### src/exec_pkg.sv
/*
 * Execution stage shared definitions
 * Operand, address, register index and issue number widths,
 * the opcode encoding, the lane count and the load/store test
 * used by the dispatcher, the units and the write-back selector
 */
package exec_pkg;

	////////////////////////////////////////////////////////////
	// Widths
	////////////////////////////////////////////////////////////
	localparam int DATA_W	= 32;				// Operand and memory word
	localparam int ADDR_W	= 16;				// Word address
	localparam int INDEX_W	= 4;				// Destination register index
	localparam int ISSUE_W	= 6;				// Wrapping issue number
	localparam int SHAMT_W	= 5;				// Shift amount taken from operand b

	////////////////////////////////////////////////////////////
	// Unit layout
	////////////////////////////////////////////////////////////
	localparam int LANES	= 2;				// Load/store lanes
	localparam int LANE_W	= $clog2(LANES);	// Low address bits picking the lane
	localparam int NSRC		= LANES + 1;		// Write-back sources
	localparam int SRC_ALU	= 0;				// Lanes follow at 1 + lane

	typedef logic [DATA_W-1:0]	data_t;
	typedef logic [ADDR_W-1:0]	addr_t;
	typedef logic [INDEX_W-1:0]	index_t;
	typedef logic [ISSUE_W-1:0]	issue_no_t;

	typedef enum logic [2:0] {
		OP_ADD		= 3'd0,
		OP_SUB		= 3'd1,
		OP_AND		= 3'd2,
		OP_XOR		= 3'd3,
		OP_SHL		= 3'd4,
		OP_LOAD		= 3'd5,
		OP_STORE	= 3'd6
	} op_t;

	// Memory commands go to a lane, the rest to the ALU
	function automatic logic is_ldst(input op_t op);
		return (op == OP_LOAD) || (op == OP_STORE);
	endfunction

endpackage

### src/exec_dispatch.sv
/*
 * Command dispatcher
 * Numbers each accepted command, registers it and pulses the start
 * line of the ALU or of the load/store lane picked by the address.
 * ready follows the free flag of the target unit.
 */
`timescale 1ns/1ns

module exec_dispatch (
	input	logic					clock,
	input	logic					rst,
	input	logic					req,
	input	exec_pkg::op_t			op,
	input	exec_pkg::index_t		dst,
	input	exec_pkg::data_t		src_a,
	input	exec_pkg::data_t		src_b,
	input	logic					alu_free,
	input	logic					lane_free	[exec_pkg::LANES],
	output	logic					ready,
	output	logic					alu_start,
	output	logic					lane_start	[exec_pkg::LANES],
	output	exec_pkg::op_t			d_op,
	output	exec_pkg::index_t		d_dst,
	output	exec_pkg::data_t		d_a,
	output	exec_pkg::data_t		d_b,
	output	exec_pkg::issue_no_t	d_issue_no,
	output	exec_pkg::issue_no_t	next_issue_no
);

	logic							accept;
	logic							ldst;
	logic [exec_pkg::LANE_W-1:0]	lane_sel;
	exec_pkg::issue_no_t			issue_cnt;
	logic [exec_pkg::LANES:0]		start_vec;

	assign ldst		= exec_pkg::is_ldst(op);
	assign lane_sel	= src_a[exec_pkg::LANE_W-1:0];	// Word address bit 0
	assign ready	= ldst ? lane_free[lane_sel] : alu_free;
	assign accept	= req & ready;

	assign next_issue_no = issue_cnt;

	always_ff @(posedge clock) begin
		if (rst) begin
			alu_start <= 1'b0;
			for (int l = 0; l < exec_pkg::LANES; l++)
				lane_start[l] <= 1'b0;
			issue_cnt <= '0;
		end else begin
			alu_start <= accept & ~ldst;
			for (int l = 0; l < exec_pkg::LANES; l++)
				lane_start[l] <= accept & ldst & (int'(lane_sel) == l);
			if (accept)
				issue_cnt <= issue_cnt + 1'b1;		// Wraps at 64
		end
	end

	// Dispatch register holds the command payload
	always_ff @(posedge clock) begin
		if (accept) begin
			d_op		<= op;
			d_dst		<= dst;
			d_a			<= src_a;
			d_b			<= src_b;
			d_issue_no	<= issue_cnt;
		end
	end

	always_comb begin
		start_vec[0] = alu_start;
		for (int l = 0; l < exec_pkg::LANES; l++)
			start_vec[l + 1] = lane_start[l];
	end

	a_one_start: assert property (@(posedge clock) disable iff (rst) $onehot0(start_vec))
		else $error("more than one unit started in a cycle");

endmodule

### src/exec_alu.sv
/*
 * Two-stage integer ALU
 * Stage one computes add, sub, and, xor or shift left from the
 * dispatched operands. Stage two holds the result with its dst and
 * issue number until the write-back selector grants it.
 */
`timescale 1ns/1ns

module exec_alu (
	input	logic					clock,
	input	logic					rst,
	input	logic					start,
	input	exec_pkg::op_t			op,
	input	exec_pkg::index_t		dst,
	input	exec_pkg::data_t		a,
	input	exec_pkg::data_t		b,
	input	exec_pkg::issue_no_t	issue_no,
	input	logic					grant,
	output	logic					free,
	output	logic					res_valid,
	output	exec_pkg::index_t		res_dst,
	output	exec_pkg::data_t		res_data,
	output	exec_pkg::issue_no_t	res_issue_no
);

	logic					s1_valid;
	exec_pkg::data_t		s1_data;
	exec_pkg::index_t		s1_dst;
	exec_pkg::issue_no_t	s1_issue_no;
	logic					s2_valid;
	exec_pkg::data_t		s2_data;
	exec_pkg::index_t		s2_dst;
	exec_pkg::issue_no_t	s2_issue_no;

	exec_pkg::data_t		alu_out;
	logic					adv2;
	logic					take1;
	logic					s1_valid_nxt;
	logic					s2_valid_nxt;

	always_comb begin
		case (op)
			exec_pkg::OP_ADD:	alu_out = a + b;
			exec_pkg::OP_SUB:	alu_out = a - b;
			exec_pkg::OP_AND:	alu_out = a & b;
			exec_pkg::OP_XOR:	alu_out = a ^ b;
			exec_pkg::OP_SHL:	alu_out = a << b[exec_pkg::SHAMT_W-1:0];
			default:			alu_out = '0;		// Memory ops never start here
		endcase
	end

	////////////////////////////////////////////////////////////
	// Pipeline advance
	////////////////////////////////////////////////////////////
	assign adv2			= s1_valid & (~s2_valid | grant);	// Stage one moves up
	assign take1		= start & (~s1_valid | adv2);
	assign s1_valid_nxt	= take1 | (s1_valid & ~adv2);
	assign s2_valid_nxt	= adv2 | (s2_valid & ~grant);

	// A start next cycle must always find room in stage one
	assign free = ~(s1_valid_nxt & s2_valid_nxt);

	always_ff @(posedge clock) begin
		if (rst) begin
			s1_valid <= 1'b0;
			s2_valid <= 1'b0;
		end else begin
			s1_valid <= s1_valid_nxt;
			s2_valid <= s2_valid_nxt;
		end
	end

	always_ff @(posedge clock) begin
		if (take1) begin
			s1_data		<= alu_out;
			s1_dst		<= dst;
			s1_issue_no	<= issue_no;
		end
		if (adv2) begin
			s2_data		<= s1_data;
			s2_dst		<= s1_dst;
			s2_issue_no	<= s1_issue_no;
		end
	end

	assign res_valid	= s2_valid;
	assign res_dst		= s2_dst;
	assign res_data		= s2_data;
	assign res_issue_no	= s2_issue_no;

	a_hold_stable: assert property (@(posedge clock) disable iff (rst)
		s2_valid && !grant |=> s2_valid && $stable(s2_data) && $stable(s2_issue_no))
		else $error("ALU result changed while waiting for grant");

endmodule

### src/ldst_lane.sv
/*
 * Load/store lane
 * Runs one Wishbone classic cycle per command on its memory bank.
 * A load keeps the read data with its dst and issue number until
 * the write-back selector grants it; a store ends at ack.
 */
`timescale 1ns/1ns

module ldst_lane (
	input	logic					clock,
	input	logic					rst,
	input	logic					start,
	input	exec_pkg::op_t			op,
	input	exec_pkg::index_t		dst,
	input	exec_pkg::data_t		a,
	input	exec_pkg::data_t		b,
	input	exec_pkg::issue_no_t	issue_no,
	input	logic					grant,
	input	exec_pkg::data_t		wb_dat_r,
	input	logic					wb_ack,
	output	logic					free,
	output	logic					res_valid,
	output	exec_pkg::index_t		res_dst,
	output	exec_pkg::data_t		res_data,
	output	exec_pkg::issue_no_t	res_issue_no,
	output	logic					wb_cyc,
	output	logic					wb_stb,
	output	logic					wb_we,
	output	exec_pkg::addr_t		wb_adr,
	output	exec_pkg::data_t		wb_dat_w
);

	typedef enum logic [1:0] {
		IDLE,
		ACCESS,
		HOLD
	} lane_state_t;

	lane_state_t			state;
	logic					launch;
	logic					done_ack;

	exec_pkg::addr_t		adr_q;
	exec_pkg::data_t		dat_w_q;
	logic					we_q;
	exec_pkg::index_t		dst_q;
	exec_pkg::issue_no_t	issue_q;
	exec_pkg::data_t		rdata_q;

	assign launch	= (state == IDLE) & start & exec_pkg::is_ldst(op);
	assign done_ack	= (state == ACCESS) & wb_ack;

	////////////////////////////////////////////////////////////
	// Lane FSM
	////////////////////////////////////////////////////////////
	always_ff @(posedge clock) begin
		if (rst) begin
			state <= IDLE;
		end else begin
			case (state)
				IDLE: begin
					if (launch)
						state <= ACCESS;		// Bus request next cycle
				end
				ACCESS: begin
					if (wb_ack)
						state <= we_q ? IDLE : HOLD;
				end
				HOLD: begin
					if (grant)
						state <= IDLE;
				end
				default: state <= IDLE;
			endcase
		end
	end

	// Command and result payload
	always_ff @(posedge clock) begin
		if (launch) begin
			adr_q	<= exec_pkg::addr_t'(a);
			dat_w_q	<= b;
			we_q	<= (op == exec_pkg::OP_STORE);
			dst_q	<= dst;
			issue_q	<= issue_no;
		end
		if (done_ack)
			rdata_q <= wb_dat_r;			// Load data lands here
	end

	// Lane can take a start in the next cycle
	assign free = ~start & ((state == IDLE) |
						((state == HOLD) & grant) |
						(done_ack & we_q));

	////////////////////////////////////////////////////////////
	// Wishbone master
	////////////////////////////////////////////////////////////
	assign wb_cyc	= (state == ACCESS);
	assign wb_stb	= (state == ACCESS);
	assign wb_we	= we_q;
	assign wb_adr	= adr_q;
	assign wb_dat_w	= dat_w_q;

	assign res_valid	= (state == HOLD);
	assign res_dst		= dst_q;
	assign res_data		= rdata_q;
	assign res_issue_no	= issue_q;

	a_stb_cyc: assert property (@(posedge clock) disable iff (rst) wb_stb |-> wb_cyc)
		else $error("stb without cyc");

	a_adr_hold: assert property (@(posedge clock) disable iff (rst)
		wb_stb && !wb_ack |=> wb_stb && $stable(wb_adr) && $stable(wb_dat_w)
			&& $stable(wb_we))
		else $error("Wishbone request changed before ack");

endmodule

### src/wb_select.sv
/*
 * Write-back selector
 * Ages every waiting result against the next issue number and
 * puts the oldest on the write-back port, lower index on a tie.
 * The winner gets a one-hot grant in the same cycle.
 */
`timescale 1ns/1ns

module wb_select (
	input	logic					valid		[exec_pkg::NSRC],
	input	exec_pkg::index_t		dst			[exec_pkg::NSRC],
	input	exec_pkg::data_t		data		[exec_pkg::NSRC],
	input	exec_pkg::issue_no_t	issue_no	[exec_pkg::NSRC],
	input	exec_pkg::issue_no_t	next_issue_no,
	output	logic					grant		[exec_pkg::NSRC],
	output	logic					wb_valid,
	output	exec_pkg::index_t		wb_dst,
	output	exec_pkg::data_t		wb_data,
	output	exec_pkg::issue_no_t	wb_issue_no
);

	exec_pkg::issue_no_t		age		[exec_pkg::NSRC];
	exec_pkg::issue_no_t		best_age;
	int							win_idx;
	logic [exec_pkg::NSRC-1:0]	grant_vec;

	////////////////////////////////////////////////////////////
	// Oldest-first search
	////////////////////////////////////////////////////////////
	always_comb begin
		best_age	= '0;
		win_idx		= 0;
		wb_valid	= 1'b0;
		for (int i = 0; i < exec_pkg::NSRC; i++) begin
			age[i] = next_issue_no - issue_no[i];	// Modulo 64
			// Strict compare keeps the lower index on a tie
			if (valid[i] && (!wb_valid || (age[i] > best_age))) begin
				best_age	= age[i];
				win_idx		= i;
				wb_valid	= 1'b1;
			end
		end
	end

	always_comb begin
		for (int i = 0; i < exec_pkg::NSRC; i++) begin
			grant[i]		= wb_valid & (win_idx == i);
			grant_vec[i]	= grant[i];
		end
	end

	assign wb_dst		= dst[win_idx];
	assign wb_data		= data[win_idx];
	assign wb_issue_no	= issue_no[win_idx];

	// One grant for every write-back
	always_comb begin
		a_grant_onehot: assert final ($onehot0(grant_vec) && (wb_valid == (|grant_vec)))
			else $error("write-back grant not one-hot");
	end

endmodule

### src/exec_unit.sv
/*
 * Scalar execution stage top
 * Dispatcher, two-stage ALU, a row of identical load/store lanes
 * with their Wishbone ports, and the oldest-first write-back
 * selector. Source 0 is the ALU, source 1 + lane each lane.
 */
`timescale 1ns/1ns

module exec_unit (
	input	logic					clock,
	input	logic					rst,
	input	logic					req,
	input	exec_pkg::op_t			op,
	input	exec_pkg::index_t		dst,
	input	exec_pkg::data_t		src_a,
	input	exec_pkg::data_t		src_b,
	output	logic					ready,
	output	logic					wb_valid,
	output	exec_pkg::index_t		wb_dst,
	output	exec_pkg::data_t		wb_data,
	output	exec_pkg::issue_no_t	wb_issue_no,
	output	logic					wb_cyc		[exec_pkg::LANES],
	output	logic					wb_stb		[exec_pkg::LANES],
	output	logic					wb_we		[exec_pkg::LANES],
	output	exec_pkg::addr_t		wb_adr		[exec_pkg::LANES],
	output	exec_pkg::data_t		wb_dat_w	[exec_pkg::LANES],
	input	exec_pkg::data_t		wb_dat_r	[exec_pkg::LANES],
	input	logic					wb_ack		[exec_pkg::LANES]
);

	logic					alu_start;
	logic					alu_free;
	logic					lane_start		[exec_pkg::LANES];
	logic					lane_free		[exec_pkg::LANES];
	exec_pkg::op_t			d_op;
	exec_pkg::index_t		d_dst;
	exec_pkg::data_t		d_a;
	exec_pkg::data_t		d_b;
	exec_pkg::issue_no_t	d_issue_no;
	exec_pkg::issue_no_t	next_issue_no;

	// Result sources seen by the selector
	logic					src_valid		[exec_pkg::NSRC];
	exec_pkg::index_t		src_dst			[exec_pkg::NSRC];
	exec_pkg::data_t		src_data		[exec_pkg::NSRC];
	exec_pkg::issue_no_t	src_issue_no	[exec_pkg::NSRC];
	logic					src_grant		[exec_pkg::NSRC];

	exec_dispatch u_dispatch (
		.clock(clock), .rst(rst),
		.req(req), .op(op), .dst(dst), .src_a(src_a), .src_b(src_b),
		.alu_free(alu_free), .lane_free(lane_free), .ready(ready),
		.alu_start(alu_start), .lane_start(lane_start),
		.d_op(d_op), .d_dst(d_dst), .d_a(d_a), .d_b(d_b),
		.d_issue_no(d_issue_no), .next_issue_no(next_issue_no)
	);

	exec_alu u_alu (
		.clock(clock), .rst(rst),
		.start(alu_start), .op(d_op), .dst(d_dst), .a(d_a), .b(d_b),
		.issue_no(d_issue_no), .grant(src_grant[exec_pkg::SRC_ALU]), .free(alu_free),
		.res_valid(src_valid[exec_pkg::SRC_ALU]), .res_dst(src_dst[exec_pkg::SRC_ALU]),
		.res_data(src_data[exec_pkg::SRC_ALU]),
		.res_issue_no(src_issue_no[exec_pkg::SRC_ALU])
	);

	////////////////////////////////////////////////////////////
	// Load/store lanes
	////////////////////////////////////////////////////////////
	generate
		for (genvar l = 0; l < exec_pkg::LANES; l++) begin : g_lane
			ldst_lane u_lane (
				.clock(clock), .rst(rst),
				.start(lane_start[l]), .op(d_op), .dst(d_dst), .a(d_a), .b(d_b),
				.issue_no(d_issue_no), .grant(src_grant[1 + l]),
				.wb_dat_r(wb_dat_r[l]), .wb_ack(wb_ack[l]), .free(lane_free[l]),
				.res_valid(src_valid[1 + l]), .res_dst(src_dst[1 + l]),
				.res_data(src_data[1 + l]), .res_issue_no(src_issue_no[1 + l]),
				.wb_cyc(wb_cyc[l]), .wb_stb(wb_stb[l]), .wb_we(wb_we[l]),
				.wb_adr(wb_adr[l]), .wb_dat_w(wb_dat_w[l])
			);
		end
	endgenerate

	wb_select u_select (
		.valid(src_valid), .dst(src_dst), .data(src_data),
		.issue_no(src_issue_no), .next_issue_no(next_issue_no),
		.grant(src_grant), .wb_valid(wb_valid), .wb_dst(wb_dst),
		.wb_data(wb_data), .wb_issue_no(wb_issue_no)
	);

endmodule

### config.mk
export PLATFORM = sky130hd
export DESIGN_NAME = exec_unit
export DESIGN_NICKNAME = d
export VERILOG_FILES = /design/src/exec_pkg.sv /design/src/exec_dispatch.sv /design/src/exec_alu.sv /design/src/ldst_lane.sv /design/src/wb_select.sv /design/src/exec_unit.sv
export SDC_FILE = /design/constraint.sdc
export NUM_CORES = 1
export LEC_CHECK = 0
export ABC_AREA = 1
export BUFFER_PORTS_ARGS = -buffer_cell sky130_fd_sc_hd__buf_2
export CAP_MARGIN = 20
export CORE_AREA = 2 2 222 158
export DETAILED_ROUTE_END_ITERATION = 10
export DIE_AREA = 0 0 224 160
export HOLD_SLACK_MARGIN = 0.1
export PLACE_DENSITY = 0.8
export SLEW_MARGIN = 20
export SYNTH_ARGS = -nofsm -noshare
export SYNTH_HDL_FRONTEND = slang
export SYNTH_HIERARCHICAL = 1
export SYNTH_SLANG_ARGS = --single-unit
### constraint.sdc
create_clock -name clock -period 7.45 [get_ports clock]
set_input_delay 0.3725 -clock clock [delete_from_list [all_inputs] [get_ports clock]]
set_output_delay 0.3725 -clock clock [all_outputs]
set_load 0.01 [all_outputs]
==> results of run 1 <==
cell families after synthesis:
kind of cell / Yosys count / share of synthesized area [%]
and+or+nand+nor: 1128 / 25.8
DFF: 358 / 54.8
buffers and inverters: 300 / 6.61
AOI/OAI and AO/OA: 147 / 4.63
adders and majority gates: 98 / 6.48
xor gates and xnor gates: 38 / 1.72
sequential cells by signal, summed over array words and instances (netlist names), 6 cells and up:
register and count:
g_lane.u_lane/res_data 64, g_lane.u_lane/wb_dat_w 64, g_lane.u_lane/wb_adr 32, u_alu/res_data 32, u_alu/s1_data 32, u_dispatch/d_a 32
u_dispatch/d_b 32, g_lane.u_lane/res_issue_no 12, g_lane.u_lane/res_dst 8, u_alu/res_issue_no 6, u_alu/s1_issue_no 6, u_dispatch/d_issue_no 6
u_dispatch/next_issue_no 6
cells in the final DEF, fill, tap and decap left out, types with 5 or more instances in the layout:
cell	Yosys	final
nand2_1	576	575
nand3_1	348	348
edfxtp_1	343	343
buf_2	23	285
inv_1	228	225
dlygate4sd3_1	0	135
nor2_1	107	107
ha_1	93	93
a21oi_1	59	58
clkbuf_16	0	34
xor2_1	33	33
o21ai_0	24	24
nand4_1	21	21
nand3b_1	17	17
buf_4	13	15
dfxtp_1	15	15
nand2_2	11	12
nor3_1	14	12
o21ai_1	12	12
inv_2	9	11
a22o_1	11	11
clkbuf_1	15	9
or2_2	9	9
a22oi_1	9	9
nor2_2	8	8
clkinv_1	2	5
nor2_4	5	5
xnor2_1	5	5
o21bai_1	5	5
a21boi_0	5	5
per-layer routing:
layer  up-vias  share of wire (%)
met1      8023                 43
met3       134                 12
li1       7861                  -
met5         -                  0
met4         0                2.7
met2      1090                 42
worst min-delay path: cells and delay by family:
kind                   cells  cell delay [ns]
buffers and inverters      1             0.11
AND/OR/NAND/NOR            1             0.10
AO/OA/AOI/OAI              1             0.05
area by class of cell:
class / instances / area [um2]
Clock buffer: 45 / 912
Tap cell: 442 / 553
Fill cell: 2512 / 10400
Sequential cell: 358 / 10600
Multi-Input combinational cell: 1411 / 7500
Clock inverter: 16 / 204
Timing Repair Buffer: 436 / 2920
Inverter: 239 / 898
Antenna cell: 1 / 2.50
per-stage QoR:
step                      utilization [%]  hold WS [ns]  total power, mW  setup slack, ns  area, um2
after floorplan                         -         0.400             2.83             1.31      19400
after global placement               62.0         0.401             3.06             1.35      21100
after detailed placement             62.0         0.405             3.07             1.18      21100
after CTS                            69.2         0.116             4.87             1.15      23600
after global routing                 69.3         0.131             5.07            0.613      23600
final                                69.3         0.139             4.89             1.06      23600
power groups by stage:
| stage | clock [mW] | combinational [mW] | sequential (mW) |
|---|---|---|---|
| 2_1_floorplan | 0 | 0.470 | 2.36 |
| 4_1_cts | 1.78 | 0.750 | 2.34 |
| 5_1_grt | 1.87 | 0.855 | 2.35 |
| 3_5_place_dp | 0 | 0.690 | 2.38 |
| 6_report | 1.76 | 0.780 | 2.34 |
| 3_3_place_gp | 0 | 0.678 | 2.38 |
path summary, 6_finish.rpt:
kind / from / end / slack, ns / cells past startpoint
hold reg to reg: u_alu/s1_data[30] / u_alu/res_data[30] / 0.41 / 0
hold / removal: wb_ack[0] / g_lane[1].u_lane/state[1] / 0.14 / 3
setup / recovery: u_dispatch/next_issue_no[0] / u_dispatch/d_b[27] / 1.06 / 37
setup reg to reg: u_dispatch/next_issue_no[0] / u_dispatch/d_b[27] / 1.06 / 37
==> summary.txt, run 1 <==
Synth
  – Post-synth EDFFs: 343
  – Syn_area_per_cell: 9.35 um2
  – Synth top area cells: edfxtp_1 53%, nand2_1 11%, nand3_1 9.0%
  – Net Count, Synth: 2306
  – Synth area leader: edfxtp_1
  – Yosys warnings: 6
  – Post-synth cell types: 49
  – Commonest cells in the netlist: 576 x nand2_1, 348 x nand3_1, 343 x edfxtp_1
  – Top-count cell post-synth: nand2_1
  – Post-synthesis cell count: 2069
  – Syn Std Cell Area: 19400 um2
  – Seq cells post-synth: 358
  – Seq/Total Area, Yosys: 54.8%
  – Top FF cell, synth: edfxtp_1
  – Top-area cell type share of the netlist area: 53.2%
  – Async set-reset flop share out of synthesis: 0%

Clock network
  – CTS max path bufs: 3
  – Hold Buf Count CTS: 135
  – Number of clock sinks: 358
  – Cts bufs inserted: 34
  – Postcts setup bufs: 0
  – CTS H-tree lvls: 2
  – Reg clk slew, reported paths: 0.07 ns
  – Clk root buf: clkbuf_16
  – CTS tree: done
  – Later-pin clock latency in the skew report: 0.54 ns
  – # resized after CTS: 0

Setup path
  – Kind of critical path: reg2reg
  – CP max FO: 67
  – Max incr delay on CP: 0.72 ns
  – Slowest-stage cell, CP: buf_4
  – CP arrival: 6.55 ns
  – CP endpoint kind: flip-flop
  – Startpoint Class: flip-flop
  – WP data required: 7.61 ns
  – Crit path buffers/inverters: 7
  – Largest delay share family, worst path: simple AND/OR/NAND/NOR gates
  – Worst path most repeated cell: nand2_1

Pwr
  – Int Pwr: 3.57 mW
  – PD cells: 207 nW/um2
  – Max IR drop VDD: 0.000195 V
  – Clock Power Share: 36.1%
  – Part of the power in registers: 48.0%
  – Switching part of the total power: 27.0%
  – Combinational share of power: 16.0%
  – Sw power: 1.32 mW
  – Leak: 10.4 nW

Timing
  – Slew Viols, Final: 0
  – Final worst path period share: 85.8%
  – RSZ-0062 raised after global routing: false
  – Skew final: 0.0241 ns
  – Fmax: 0.156 GHz
  – Tmin final: 6.39 ns
  – Fin. Hold Viols: 0
  – Max_slew headroom: 24.8%
  – Slew @ Worst Pin: 1.13 ns
  – Post-route setup TNS: 0 ns
  – Setup Viol. Count Final: 0

Global routing
  – Gr ovfl total: 0
  – Largest net degree at the start of global routing: 85
  – Met3 Resource Use GR: 7.87%
  – GRT Total Usage: 33.5%
  – Busiest grt layer: met1
  – GR Layer Usage met1: 50.1%
  – Global-route wire length before repair: 91700 um
  – Initial antenna violation count: 1
  – M2 GR Usage: 49.0%
  – Vias in the first global route: 16.0k

Layout
  – P&R area growth vs syn: 21.9%
  – Layout Cells excl Fill: 2948
  – Final Net Count: 2717
  – Fraction of layout instances using a drive strength above 1: 16.6%

Route
  – Drt first pass iters: 5
  – DRT iter0 DRCs: 2269
  – Post-Route WL: 60800 um
  – Final ANT Viol Nets: 0
  – Vias per cell: 5.80
  – Residual DRC: 0
  – Routed length per instance: 20.6 um
  – Via count: 17.1k

Run
  – MaxCap Viol Count: 0

Hold path
  – Hold WC Path Type: in2reg

Placement
  – IO Port Bufs: 285
  – Placed instance count: 2750
  – Detail Placement HPWL: 42800 um
  – Placer congestion estimate: 1.02

Die
  – Initial core utilization: 56.9%
  – Die H: 160 um
  – Die X: 224 um
  – Site Rows: 57
  – Die area: 35800 um2
  – Floorplan core area: 34000 um2
  – I/O Pins: 286

Status
  – Outcome: finished clean
No activity file was read; power rests on OpenSTA's default activity.
==> inputs of run 2 (changes only) <==
--- a/config.mk
+++ b/config.mk
@@ -6,13 +6,14 @@
 export NUM_CORES = 1
 export LEC_CHECK = 0
 export ABC_AREA = 1
-export BUFFER_PORTS_ARGS = -buffer_cell sky130_fd_sc_hd__buf_2
 export CAP_MARGIN = 20
-export CORE_AREA = 2 2 222 158
+export CORE_AREA = 2 2 207 148
+export CTS_BUF_LIST = sky130_fd_sc_hd__clkbuf_4
 export DETAILED_ROUTE_END_ITERATION = 10
-export DIE_AREA = 0 0 224 160
+export DIE_AREA = 0 0 209 150
+export DONT_BUFFER_PORTS = 1
 export HOLD_SLACK_MARGIN = 0.1
-export PLACE_DENSITY = 0.8
+export PLACE_DENSITY = 0.82
 export SLEW_MARGIN = 20
 export SYNTH_ARGS = -nofsm -noshare
 export SYNTH_HDL_FRONTEND = slang
==> run 2 against run 1 <==
  * Non-clock buffer count is 276 lower
  * Core utilization is 5.7 points higher
  * Total power is 3.9% lower
==> summary.txt, run 2 (synthesis gave the netlist of run 1 again) <==
Status
  – Outcome: finished clean (unchanged)

Placement
  – IO Port Bufs: 0 (was 285)
  – Detail Placement HPWL: 40700 um (was 42800 um)
  – Placer congestion estimate: 1.01 (was 1.02)

Setup path
  – CP max FO: 31 (was 67)
  – WP data required: 8.14 ns (was 7.61 ns)
  – Startpoint Class: flip-flop (unchanged)
  – CP arrival: 7.60 ns (was 6.55 ns)
  – Kind of critical path: reg2reg (unchanged)
  – Max incr delay on CP: 0.58 ns (was 0.72 ns)
  – Worst path most repeated cell: nand2_1 (unchanged)
  – Slowest-stage cell, CP: dlygate4sd3_1 (was buf_4)
  – CP endpoint kind: flip-flop (unchanged)

Timing
  – RSZ-0062 raised after global routing: false (unchanged)
  – Hold_ws: 0.186 ns (was 0.139 ns)
  – Tmin final: 6.91 ns (was 6.39 ns)
  – Fmax: 0.145 GHz (was 0.156 GHz)
  – Final worst path period share: 92.8% (was 85.8%)
  – Max_slew headroom: 37.3% (was 24.8%)
  – Slew Viols, Final: 0 (unchanged)
  – Setup Viol. Count Final: 0 (unchanged)
  – Post-route setup TNS: 0 ns (unchanged)
  – Skew final: 0.0544 ns (was 0.0241 ns)
  – Fin. Hold Viols: 0 (unchanged)
  – Slew @ Worst Pin: 0.939 ns (was 1.13 ns)

Route
  – Final ANT Viol Nets: 0 (unchanged)
  – Drt first pass iters: 7 (was 5)
  – DRT iter0 DRCs: 2494 (was 2269)
  – Post-Route WL: 60700 um (was 60800 um)
  – Residual DRC: 0 (unchanged)
  – Routed length per instance: 22.4 um (was 20.6 um)
  – Via count: 16.6k (was 17.1k)
  – Vias per cell: 6.11 (was 5.80)

Global routing
  – Busiest grt layer: met2 (was met1)
  – Initial antenna violation count: 5 (was 1)
  – Vias in the first global route: 15.6k (was 16.0k)
  – Met3 Resource Use GR: 14.9% (was 7.87%)
  – GR Layer Usage met1: 53.9% (was 50.1%)
  – Largest net degree at the start of global routing: 76 (was 85)
  – GRT Total Usage: 38.7% (was 33.5%)
  – M2 GR Usage: 56.2% (was 49.0%)
  – Gr ovfl total: 0 (unchanged)
  – Global-route wire length before repair: 89700 um (was 91700 um)

Clock network
  – CTS H-tree lvls: 3 (was 2)
  – Number of clock sinks: 358 (unchanged)
  – Hold Buf Count CTS: 143 (was 135)
  – CTS max path bufs: 3 (unchanged)
  – Reg clk slew, reported paths: 0.07 ns (about the same)
  – Clk root buf: clkbuf_4 (was clkbuf_16)
  – Later-pin clock latency in the skew report: 0.83 ns (was 0.54 ns)
  – Cts bufs inserted: 82 (was 34)
  – CTS tree: done (unchanged)
  – Postcts setup bufs: 0 (unchanged)
  – # resized after CTS: 0 (unchanged)

Layout
  – Fraction of layout instances using a drive strength above 1: 9.06% (was 16.6%)
  – Most frequent cells in the layout: 576 x nand2_1, 348 x nand3_1, 343 x edfxtp_1 (was 575 x nand2_1, 348 x nand3_1, 343 x edfxtp_1)
  – Final Net Count: 2489 (was 2717)
  – Fill cells: 2001 (was 2512)
  – Most common cell after layout, fill and taps aside: nand2_1 (unchanged)
  – Area of the multi-input gates: 7490 um2 (was 7500 um2)
  – P&R area growth vs syn: 14.4% (was 21.9%)
  – Register area: 10600 um2 (unchanged)
  – Final core utilization: 75.0% (was 69.3%)

Pwr
  – Leak: 9.43 nW (was 10.4 nW)
  – PD cells: 212 nW/um2 (was 207 nW/um2)
  – Max IR drop VDD: 0.000216 V (was 0.000195 V)

Die
  – I/O Pins: 286 (unchanged)
  – Site Rows: 53 (was 57)
  – Die X: 209 um (was 224 um)
  – Floorplan core area: 29500 um2 (was 34000 um2)
  – Die area: 31400 um2 (was 35800 um2)
  – Initial core utilization: 65.6% (was 56.9%)
  – Die H: 150 um (was 160 um)

Run
  – MaxCap Viol Count: 0 (unchanged)

Hold path
  – Hold WC Path Type: in2reg (unchanged)
run 2: cell count changes in the layout (fill, tap and decap cells not counted), sizes merged:
cell         previous run  this run
buf                   301        17
bufinv                  4         1
clkbuf                 45       121
clkinv                 10        27
clkinvlp                2         3
diode                   1         9
dlygate4sd3           135       143
inv                   239       237
run 2: cell type report:
class / count / share of cell area (%)
clock buffers: 121 / 4.10
flip-flops and latches: 358 / 47.9
well taps: 385 / 2.18
repair buffers: 160 / 7.13
clock inverters: 29 / 0.695
diodes: 9 / 0.102
inverters: 239 / 4.06
multi-input cells: 1411 / 33.8
run 2: layer usage:
layer  vias up  part of all wire (%)
li1       7454                     -
met1      7681                    40
met2      1270                    42
met3       172                    15
met4         2                   2.8
met5         -                 0.066
run 2: worst max-delay path, delay by kind of cell (launching register included):
| kind | cells | cell delay (ns) |
|---|---|---|
| adder cells (fa/ha/maj) | 5 | 1.60 |
| buffers and inverters | 7 | 2.01 |
| flip-flops | 1 | 0.36 |
| AND/OR/NAND/NOR | 20 | 2.19 |
| AO/OA/AOI/OAI | 5 | 0.64 |
run 2: path summary, 6_finish.rpt:
path	startpoint	to	slack (ns)	depth (start not counted)
max	u_dispatch/next_issue_no[0]	u_dispatch/alu_start	0.54	37
min reg2reg	u_alu/s1_data[3]	u_alu/res_data[3]	0.39	0
max reg2reg	u_dispatch/next_issue_no[0]	u_dispatch/alu_start	0.54	37
min	src_b[26]	u_dispatch/d_b[26]	0.19	1
run 2: where the power goes:
group	internal [mW]	switching (mW)
clock network	0.785	0.817
logic	0.256	0.491
registers	2.27	0.0750
total	3.32	1.38
run 2: metrics by stage:
step / worst slack, ns / power (mW) / instances / cell area, um2
2_1_floorplan: 1.31 / 2.83 / 2069 / 19400
3_3_place_gp: 1.09 / 3.01 / 2409 / 19600
3_5_place_dp: 0.933 / 3.03 / 2409 / 19600
4_1_cts: 0.738 / 4.63 / 2702 / 22100
5_1_grt: 0.0325 / 4.89 / 2709 / 22100
6_report: 0.539 / 4.70 / 2712 / 22100
